**src/common/cpu_pkg.sv**
```systemverilog
package cpu_pkg;

  localparam int op_code_bits = 6;
  localparam int reg_idx_bits = 5;

  // top two opcode bits select the class.
  typedef enum logic [op_code_bits-1:0] {
    op_nop  = 6'b000000,
    op_add  = 6'b000001, // add class.
    op_sub  = 6'b000010,
    op_addi = 6'b010001, // immediate class.
    op_subi = 6'b010010,
    op_lw   = 6'b100000,
    op_sw   = 6'b100001,
    op_la   = 6'b100010,
    op_sa   = 6'b100011,
    op_jmp  = 6'b110000, // jump class.
    op_je   = 6'b110001,
    op_jr   = 6'b111000
  } opcode_e;

  typedef enum logic [1:0] {
    mem_none  = 2'b00,
    mem_read  = 2'b01,
    mem_write = 2'b10
  } mem_op_e;

  typedef struct packed {
    logic pc;
    logic if_id;
    logic id_ex;
  } pipe_mask_t;

  typedef struct packed {
    logic rs;
    logic rt;
    logic rd;
  } operand_mask_t;

  typedef struct packed {
    opcode_e                 opcode;
    logic [reg_idx_bits-1:0] rs;
    logic [reg_idx_bits-1:0] rt;
    logic [reg_idx_bits-1:0] rd;
  } instr_slot_t;

  typedef struct packed {
    operand_mask_t src;
    operand_mask_t dst;
    mem_op_e       mem;
  } slot_masks_t;

  typedef struct packed {
    logic        valid;
    instr_slot_t instr;
  } issued_slot_t;

  localparam pipe_mask_t pipe_none  = 3'b000;
  localparam pipe_mask_t pipe_pc    = 3'b100;
  localparam pipe_mask_t pipe_id_ex = 3'b001;
  localparam pipe_mask_t pipe_all   = 3'b111;

  localparam operand_mask_t opnd_none = 3'b000;
  localparam operand_mask_t opnd_rs   = 3'b100;
  localparam operand_mask_t opnd_rt   = 3'b010;
  localparam operand_mask_t opnd_rd   = 3'b001;

  localparam instr_slot_t nop_slot = '{
    opcode: op_nop,
    rs:     '0,
    rt:     '0,
    rd:     '0
  };

endpackage

```
**src/hdl/operand_mask_decoder.sv**
```systemverilog
`timescale 1ns/1ns

module operand_mask_decoder (
  input  cpu_pkg::opcode_e     opcode,
  output cpu_pkg::slot_masks_t masks
);

  import cpu_pkg::*;

  logic [1:0] op_class;

  assign op_class = opcode[op_code_bits-1 -: 2];

  always_comb begin
    masks.src = opnd_none;
    masks.dst = opnd_none;
    masks.mem = mem_none;
    if (opcode == op_nop) begin
      masks.src = opnd_none; // no operands.
    end else if (opcode == op_jr) begin
      masks.src = opnd_rs;
    end else begin
      case (op_class)
        2'b00: begin
          masks.src = opnd_rs | opnd_rt;
          masks.dst = opnd_rd;
        end
        2'b01: begin
          masks.src = opnd_rs;
          masks.dst = opnd_rt;
        end
        2'b10: begin
          case (opcode)
            op_lw: begin
              masks.src = opnd_rs; // base register.
              masks.dst = opnd_rt;
              masks.mem = mem_read;
            end
            op_sw: begin
              masks.src = opnd_rs | opnd_rt;
              masks.mem = mem_write;
            end
            op_la: masks.dst = opnd_rt;
            op_sa: masks.src = opnd_rt;
            default: masks.src = opnd_none;
          endcase
        end
        default: masks.src = opnd_none; // jumps use no registers.
      endcase
    end
  end

endmodule

```
**src/hazard/hazard_detection_unit.sv**
```systemverilog
`timescale 1ns/1ns

module hazard_detection_unit (
  input  cpu_pkg::instr_slot_t                 slot0,
  input  cpu_pkg::instr_slot_t                 slot1,
  input  cpu_pkg::slot_masks_t                 masks0,
  input  cpu_pkg::slot_masks_t                 masks1,
  input  logic                                 first,
  input  cpu_pkg::mem_op_e                     ex_mem_op,
  input  logic [cpu_pkg::reg_idx_bits-1:0]     ex_rt,
  output cpu_pkg::pipe_mask_t                  stall0,
  output cpu_pkg::pipe_mask_t                  stall1,
  output cpu_pkg::pipe_mask_t                  nop0,
  output cpu_pkg::pipe_mask_t                  nop1,
  output logic                                 clear0,
  output logic                                 clear1
);

  import cpu_pkg::*;

  instr_slot_t   older;
  instr_slot_t   younger;
  operand_mask_t older_dst;
  operand_mask_t younger_src;
  logic          ex_load;
  logic          load_use0;
  logic          load_use1;
  logic          pair_dep;

  function automatic logic writes_reg(
    input operand_mask_t           dst,
    input instr_slot_t             s,
    input logic [reg_idx_bits-1:0] r
  );
    writes_reg = (dst.rt && s.rt == r) || (dst.rd && s.rd == r);
  endfunction

  // first set means slot 1 is older.
  assign older       = first ? slot1 : slot0;
  assign younger     = first ? slot0 : slot1;
  assign older_dst   = first ? masks1.dst : masks0.dst;
  assign younger_src = first ? masks0.src : masks1.src;

  assign ex_load   = (ex_mem_op == mem_read);
  assign load_use0 = ex_load && (slot0.rs == ex_rt || slot0.rt == ex_rt);
  assign load_use1 = ex_load && (slot1.rs == ex_rt || slot1.rt == ex_rt);

  assign pair_dep = (younger_src.rs && writes_reg(older_dst, older, younger.rs)) ||
                    (younger_src.rt && writes_reg(older_dst, older, younger.rt));

  always_comb begin
    stall0 = pipe_none;
    stall1 = pipe_none;
    nop0   = pipe_none;
    nop1   = pipe_none;
    clear0 = 1'b0;
    clear1 = 1'b0;
    if (load_use0 || load_use1) begin
      stall0 = pipe_all; // whole pair waits a cycle.
      stall1 = pipe_all;
      nop0   = pipe_id_ex;
      nop1   = pipe_id_ex;
    end else if (pair_dep) begin
      if (first) begin
        stall0 = pipe_all;
        nop0   = pipe_id_ex;
        stall1 = pipe_pc;
        clear1 = 1'b1; // older slot goes now.
      end else begin
        stall1 = pipe_all;
        nop1   = pipe_id_ex;
        stall0 = pipe_pc;
        clear0 = 1'b1;
      end
    end
  end

  // only the older slot of a pair is ever retired early.
  always_comb begin
    a_clear_excl: assert (!(clear0 && clear1))
      else $error("hazard unit cleared both slots");
  end

endmodule

```
**src/hdl/if_id_pair_reg.sv**
```systemverilog
`timescale 1ns/1ns

module if_id_pair_reg (
  input  logic                 clk,
  input  logic                 arst_n,
  input  cpu_pkg::instr_slot_t fetch_pair0,
  input  cpu_pkg::instr_slot_t fetch_pair1,
  input  logic                 fetch_first,
  input  cpu_pkg::pipe_mask_t  stall0,
  input  cpu_pkg::pipe_mask_t  stall1,
  input  logic                 clear0,
  input  logic                 clear1,
  output cpu_pkg::instr_slot_t slot0,
  output cpu_pkg::instr_slot_t slot1,
  output logic                 first
);

  import cpu_pkg::*;

  instr_slot_t fetch_in [2];
  pipe_mask_t  stall_in [2];
  logic        clear_in [2];
  instr_slot_t slot_q   [2];

  assign fetch_in[0] = fetch_pair0;
  assign fetch_in[1] = fetch_pair1;
  assign stall_in[0] = stall0;
  assign stall_in[1] = stall1;
  assign clear_in[0] = clear0;
  assign clear_in[1] = clear1;

  always_ff @(posedge clk or negedge arst_n) begin
    if (!arst_n) begin
      for (int i = 0; i < 2; i++) begin
        slot_q[i] <= nop_slot;
      end
      first <= 1'b0;
    end else begin
      for (int i = 0; i < 2; i++) begin
        if (clear_in[i]) begin
          slot_q[i] <= nop_slot; // issued ahead of its partner.
        end else if (!stall_in[i].if_id) begin
          slot_q[i] <= fetch_in[i];
        end
      end
      if (!stall0.if_id && !stall1.if_id) begin
        first <= fetch_first; // order stays with a held slot.
      end
    end
  end

  assign slot0 = slot_q[0];
  assign slot1 = slot_q[1];

endmodule

```
**src/hdl/id_ex_pair_reg.sv**
```systemverilog
`timescale 1ns/1ns

module id_ex_pair_reg (
  input  logic                             clk,
  input  logic                             arst_n,
  input  cpu_pkg::instr_slot_t             slot0,
  input  cpu_pkg::instr_slot_t             slot1,
  input  cpu_pkg::slot_masks_t             masks0,
  input  cpu_pkg::slot_masks_t             masks1,
  input  cpu_pkg::pipe_mask_t              stall0,
  input  cpu_pkg::pipe_mask_t              stall1,
  input  cpu_pkg::pipe_mask_t              nop0,
  input  cpu_pkg::pipe_mask_t              nop1,
  output cpu_pkg::issued_slot_t            issue0,
  output cpu_pkg::issued_slot_t            issue1,
  output cpu_pkg::mem_op_e                 ex_mem_op,
  output logic [cpu_pkg::reg_idx_bits-1:0] ex_rt
);

  import cpu_pkg::*;

  instr_slot_t slot_in  [2];
  slot_masks_t masks_in [2];
  pipe_mask_t  stall_in [2];
  pipe_mask_t  nop_in   [2];
  logic        valid_q  [2];
  mem_op_e     mem_q    [2];
  instr_slot_t instr_q  [2];

  assign slot_in[0]  = slot0;
  assign slot_in[1]  = slot1;
  assign masks_in[0] = masks0;
  assign masks_in[1] = masks1;
  assign stall_in[0] = stall0;
  assign stall_in[1] = stall1;
  assign nop_in[0]   = nop0;
  assign nop_in[1]   = nop1;

  always_ff @(posedge clk or negedge arst_n) begin
    if (!arst_n) begin
      for (int i = 0; i < 2; i++) begin
        valid_q[i] <= 1'b0;
        mem_q[i]   <= mem_none;
      end
    end else begin
      for (int i = 0; i < 2; i++) begin
        if (nop_in[i].id_ex) begin
          valid_q[i] <= 1'b0; // bubble.
          mem_q[i]   <= mem_none;
        end else if (!stall_in[i].id_ex) begin
          valid_q[i] <= (slot_in[i].opcode != op_nop);
          mem_q[i]   <= masks_in[i].mem;
        end
      end
    end
  end

  always_ff @(posedge clk) begin
    for (int i = 0; i < 2; i++) begin
      if (!stall_in[i].id_ex) begin
        instr_q[i] <= slot_in[i];
      end
    end
  end

  assign issue0 = '{valid: valid_q[0], instr: instr_q[0]};
  assign issue1 = '{valid: valid_q[1], instr: instr_q[1]};

  // slot 0 wins when both slots touch memory.
  assign ex_mem_op = (mem_q[0] != mem_none) ? mem_q[0] : mem_q[1];
  assign ex_rt     = (mem_q[0] != mem_none) ? instr_q[0].rt : instr_q[1].rt;

  a_nop0_bubble: assert property (@(posedge clk) disable iff (!arst_n)
    nop0.id_ex |=> !issue0.valid);
  a_nop1_bubble: assert property (@(posedge clk) disable iff (!arst_n)
    nop1.id_ex |=> !issue1.valid);

endmodule

```
**src/hdl/issue_stage.sv**
```systemverilog
`timescale 1ns/1ns

module issue_stage (
  input  logic                  clk,
  input  logic                  arst_n,
  input  cpu_pkg::instr_slot_t  fetch_pair0,
  input  cpu_pkg::instr_slot_t  fetch_pair1,
  input  logic                  fetch_first,
  output logic                  fetch_hold,
  output cpu_pkg::issued_slot_t issue0,
  output cpu_pkg::issued_slot_t issue1
);

  import cpu_pkg::*;

  instr_slot_t             slot0;
  instr_slot_t             slot1;
  logic                    first;
  slot_masks_t             masks0;
  slot_masks_t             masks1;
  pipe_mask_t              stall0;
  pipe_mask_t              stall1;
  pipe_mask_t              nop0;
  pipe_mask_t              nop1;
  logic                    clear0;
  logic                    clear1;
  mem_op_e                 ex_mem_op;
  logic [reg_idx_bits-1:0] ex_rt;

  if_id_pair_reg u_if_id (
    .clk         (clk),
    .arst_n      (arst_n),
    .fetch_pair0 (fetch_pair0),
    .fetch_pair1 (fetch_pair1),
    .fetch_first (fetch_first),
    .stall0      (stall0),
    .stall1      (stall1),
    .clear0      (clear0),
    .clear1      (clear1),
    .slot0       (slot0),
    .slot1       (slot1),
    .first       (first)
  );

  operand_mask_decoder u_dec0 (
    .opcode (slot0.opcode),
    .masks  (masks0)
  );

  operand_mask_decoder u_dec1 (
    .opcode (slot1.opcode),
    .masks  (masks1)
  );

  hazard_detection_unit u_hazard (
    .slot0     (slot0),
    .slot1     (slot1),
    .masks0    (masks0),
    .masks1    (masks1),
    .first     (first),
    .ex_mem_op (ex_mem_op),
    .ex_rt     (ex_rt),
    .stall0    (stall0),
    .stall1    (stall1),
    .nop0      (nop0),
    .nop1      (nop1),
    .clear0    (clear0),
    .clear1    (clear1)
  );

  id_ex_pair_reg u_id_ex (
    .clk       (clk),
    .arst_n    (arst_n),
    .slot0     (slot0),
    .slot1     (slot1),
    .masks0    (masks0),
    .masks1    (masks1),
    .stall0    (stall0),
    .stall1    (stall1),
    .nop0      (nop0),
    .nop1      (nop1),
    .issue0    (issue0),
    .issue1    (issue1),
    .ex_mem_op (ex_mem_op),
    .ex_rt     (ex_rt)
  );

  assign fetch_hold = stall0.pc | stall1.pc; // pc bit of merged stalls.

endmodule

```
**config.mk**
```make
export PLATFORM = sky130hd
export DESIGN_NAME = issue_stage
export DESIGN_NICKNAME = d
export VERILOG_FILES = /design/src/common/cpu_pkg.sv /design/src/hdl/operand_mask_decoder.sv /design/src/hazard/hazard_detection_unit.sv /design/src/hdl/if_id_pair_reg.sv /design/src/hdl/id_ex_pair_reg.sv /design/src/hdl/issue_stage.sv
export SDC_FILE = /design/constraint.sdc
export NUM_CORES = 1
export LEC_CHECK = 0
export BUFFER_PORTS_ARGS = -buffer_cell sky130_fd_sc_hd__clkbuf_2
export CORE_MARGIN = 1
export CORE_UTILIZATION = 30
export DETAILED_ROUTE_END_ITERATION = 8
export PLACE_DENSITY = 0.57
export SETUP_SLACK_MARGIN = 0.1
export SYNTH_ARGS = -nofsm -noshare
export SYNTH_HDL_FRONTEND = slang
export SYNTH_SLANG_ARGS = --single-unit
export TNS_END_PERCENT = 5
```
**constraint.sdc**
```tcl
create_clock -name clk -period 3.09 [get_ports clk]
set_input_delay 0.1545 -clock clk [delete_from_list [all_inputs] [get_ports clk]]
set_output_delay 0.1545 -clock clk [all_outputs]
set_load 0.1 [all_outputs]
```
==> metrics <==
Worst R2R Setup Slack=0.23 ns; Vias=2806; Post-synth EDFFs=42; Worst setup SP type=flip-flop; CP Data Required Time=2.94 ns; # port buffers=89; Rel. slew slack=0.310; vias per cell=4.85; reg2reg start=u_id_ex.mem_q[2]; Die H=118 um; GRT overflow=0; worst hold slack=-0.00241 ns; placed cell areas=4730 um^2; length in cells of the worst reg-to-reg path=12; crit path time final=2.86 ns; largest family of logic cells by synthesized area=compound AO/OA/AOI/OAI gates; Antenna Cells=0; Max Buffers Root-to-Sink=2; Psw=1.08 mW; Clock Pin Slew Worst Setup and Hold Paths=0.06 ns; Final GP Congestion=0.852; DRT Pass-1 Iters=4; syn_nets=345; crit path capture type=primary output; design area=5080 um^2; core area=13200 um^2; Clock power frac=0.322; clock root buffer=clkbuf_16; Post-Synthesis Cells=300; pre-CTS setup slack=0.184 ns; RSZ-0062 raised after global routing=no; routed wire length=10500 um; fmax=349 MHz; largest net degree at the start of global routing=41; final worst slack=0.227 ns; syn avg cell area=13.6 um^2; final core occ=0.383; Die W=118 um; VDD IR max=0.274 mV; endpoints failing setup=0; standard-cell rows=42; Routed Antenna Nets=0; crit path DAT=2.71 ns; total power=3.29 mW; proportion of synthesized area in mux cells=0.0194; Power Internal=2.21 mW; Ys Warns=0; CTS sink count=91; I/O pins=90; ys flop type=dfrtp_1; Final nets=442; Synth cell types=43; WL/cell=18.1 um; simple-gate share of the synthesized area=0.0747; post-DP HPWL=7730 um; initial DRC count=125; H-tree depth=3; final period utilization=0.926; outcome=complete, but fails checks; worst skew pair latency=0.33 ns; switching share of total power=0.328; Comb pwr share=0.223; Seq/Total Area, Yosys=0.611; Remaining DRCs=0; TritonCTS clock tree=yes; area delta synth->final=24.8%; FF+latch count, synth=91; Clock Skews=0.00804 ns; initial core utilization=0.307; maxcap violations=0; Cell Area, Synth=4070 um^2; failing checks=negative hold slack; xor and xnor area share after synthesis=0.114; Slew @ Worst Pin=1.03 ns; commonest non-fill, non-tap cell in the layout=clkbuf_2; vias in the first global route=2910; most frequent cells in the layout=clkbuf_2, dfrtp_1, edfxtp_1; crit-path max FO=6; Final Hold Viols=7; hold_buf cts=0; post-synthesis adder-cell area fraction=0; Min-Delay Path Class=in2async; total track usage=0.157; initial antenna violation count=0; setup TNS=0 ns; R2R Path End=u_if_id.slot0[3]; first-pass GRT wire length=16400 um; Seq pwr share=0.455; Cell Pwr Density=648 nW/um^2; Final Max Tran Viols=0; LEAKAGE=2.12 nW; post-synthesis compound-gate area fraction=0.143; WS Path Type=reg2out; Die ar.=14000 um^2; share of layout cells above drive strength 1=0.328; clock buffer count from CTS=9; FFs w/ async S/R, synth=0.538
## cells by family (layout without fill, tap and decap cells)
kind of cell	after synthesis	after routing
AND/OR/NAND/NOR	53	53
XOR/XNOR	53	53
buffers and inverters	29	131
AO/OA/AOI/OAI	70	70
flip-flops	91	91
multiplexers	4	4
## repair_timing
| action | in CTS | in global routing |
|---|---|---|
| resized for setup | 0 | 2 |
| pin swaps | 1 | 2 |
| setup buffers | 2 | 3 |
| endpoints found under the setup margin | 1 | 67 |
## cells in the mapped netlist, types with 2 or more instances
library cell | number | area [um^2]
clkbuf_1 | 6 | 22.5
edfxtp_1 | 42 | 1260
a21o_2 | 2 | 17.5
inv_1 | 10 | 37.5
buf_1 | 5 | 18.8
nor4_1 | 10 | 62.6
nor3_1 | 13 | 65.1
buf_6 | 4 | 45.0
or3_1 | 2 | 12.5
nand3_1 | 3 | 15.0
buf_4 | 4 | 30.0
a21o_1 | 2 | 15.0
o22ai_1 | 3 | 18.8
and3_1 | 3 | 18.8
dfrtp_1 | 49 | 1230
o21ai_0 | 5 | 25.0
nor2_4 | 2 | 22.5
a22o_1 | 41 | 359
xnor2_1 | 27 | 236
mux2i_4 | 3 | 67.6
xor2_1 | 26 | 228
nor2_1 | 10 | 37.5
nand4_1 | 2 | 12.5
a21oi_1 | 4 | 20.0
a32oi_1 | 2 | 17.5
or3b_2 | 2 | 17.5
o21a_1 | 2 | 15.0
## flip-flops by register name, indices dropped and copies added, names as in the netlist
| register | count |
|---|---|
| u_id_ex.instr_q | 42 |
| u_if_id.slot0 | 21 |
| u_if_id.slot1 | 21 |
| u_id_ex.mem_q | 4 |
| u_id_ex.issue0 | 1 |
| u_id_ex.issue1 | 1 |
| u_if_id.first | 1 |
## worst max-delay path: stages, from the launching register on
cell,delay [ns]
dfrtp_1,0.49
or3b_4,0.45
and2_4,0.16
xnor2_1,0.17
nor3_1,0.08
a31oi_1,0.29
a311oi_4,0.14
buf_4,0.18
nor2_4,0.13
clkinvlp_4,0.12
buf_12,0.17
## stage by stage
step,hold WS (ns),std cells
global route,0.0312,578
CTS,0.0112,575
detailed placement,0.373,557
finish,-0.00241,578
global placement,0.377,557
floorplan,-0.141,300
## layout make-up
cell class	count	area (um^2)
multi-input combinational	180	1440
timing repair buffer	105	593
clock buffer	13	250
fill	1335	8170
inverter	10	48.8
clock inverter	3	37.5
tap	176	220
sequential	91	2490
## layer usage
metal,vias up,global-route usage,routed length (um),share of wire
li1,1313,-,-,-
met1,1408,0.198,4610,0.44
met2,72,0.265,5300,0.51
met3,13,0.0343,379,0.036
met4,0,0.0570,176,0.017
met5,-,0,0,0
## how the worst max path moves through the flow
| stage | startpoint | endpoint | slack, ns | cells past startpoint |
|---|---|---|---|---|
| after floorplan | u_id_ex.instr_q[0][30] | u_id_ex.instr_q[0][0] | -0.20 | 9 |
| after global routing | u_if_id.slot1[17] | u_if_id.slot1[4] | 0.11 | 10 |
| final | u_id_ex.mem_q[3] | fetch_hold | 0.23 | 10 |
| after detailed placement | u_id_ex.mem_q[3] | u_id_ex.instr_q[0][2] | 0.18 | 9 |
| after global placement | u_id_ex.mem_q[3] | u_id_ex.instr_q[0][13] | 0.26 | 9 |
| after CTS | u_id_ex.mem_q[3] | u_if_id.slot0[3] | 0.14 | 10 |
## power groups by stage
stage               logic (mW)  clock network [mW]  registers, mW
floorplan                0.234                   0           1.85
global placement         0.724                   0           1.52
detailed placement       0.730                   0           1.52
CTS                      0.735                1.09           1.50
global route             0.770                1.13           1.51
finish                   0.733                1.06           1.50
Note: power is estimated with default switching activity, not from simulation.
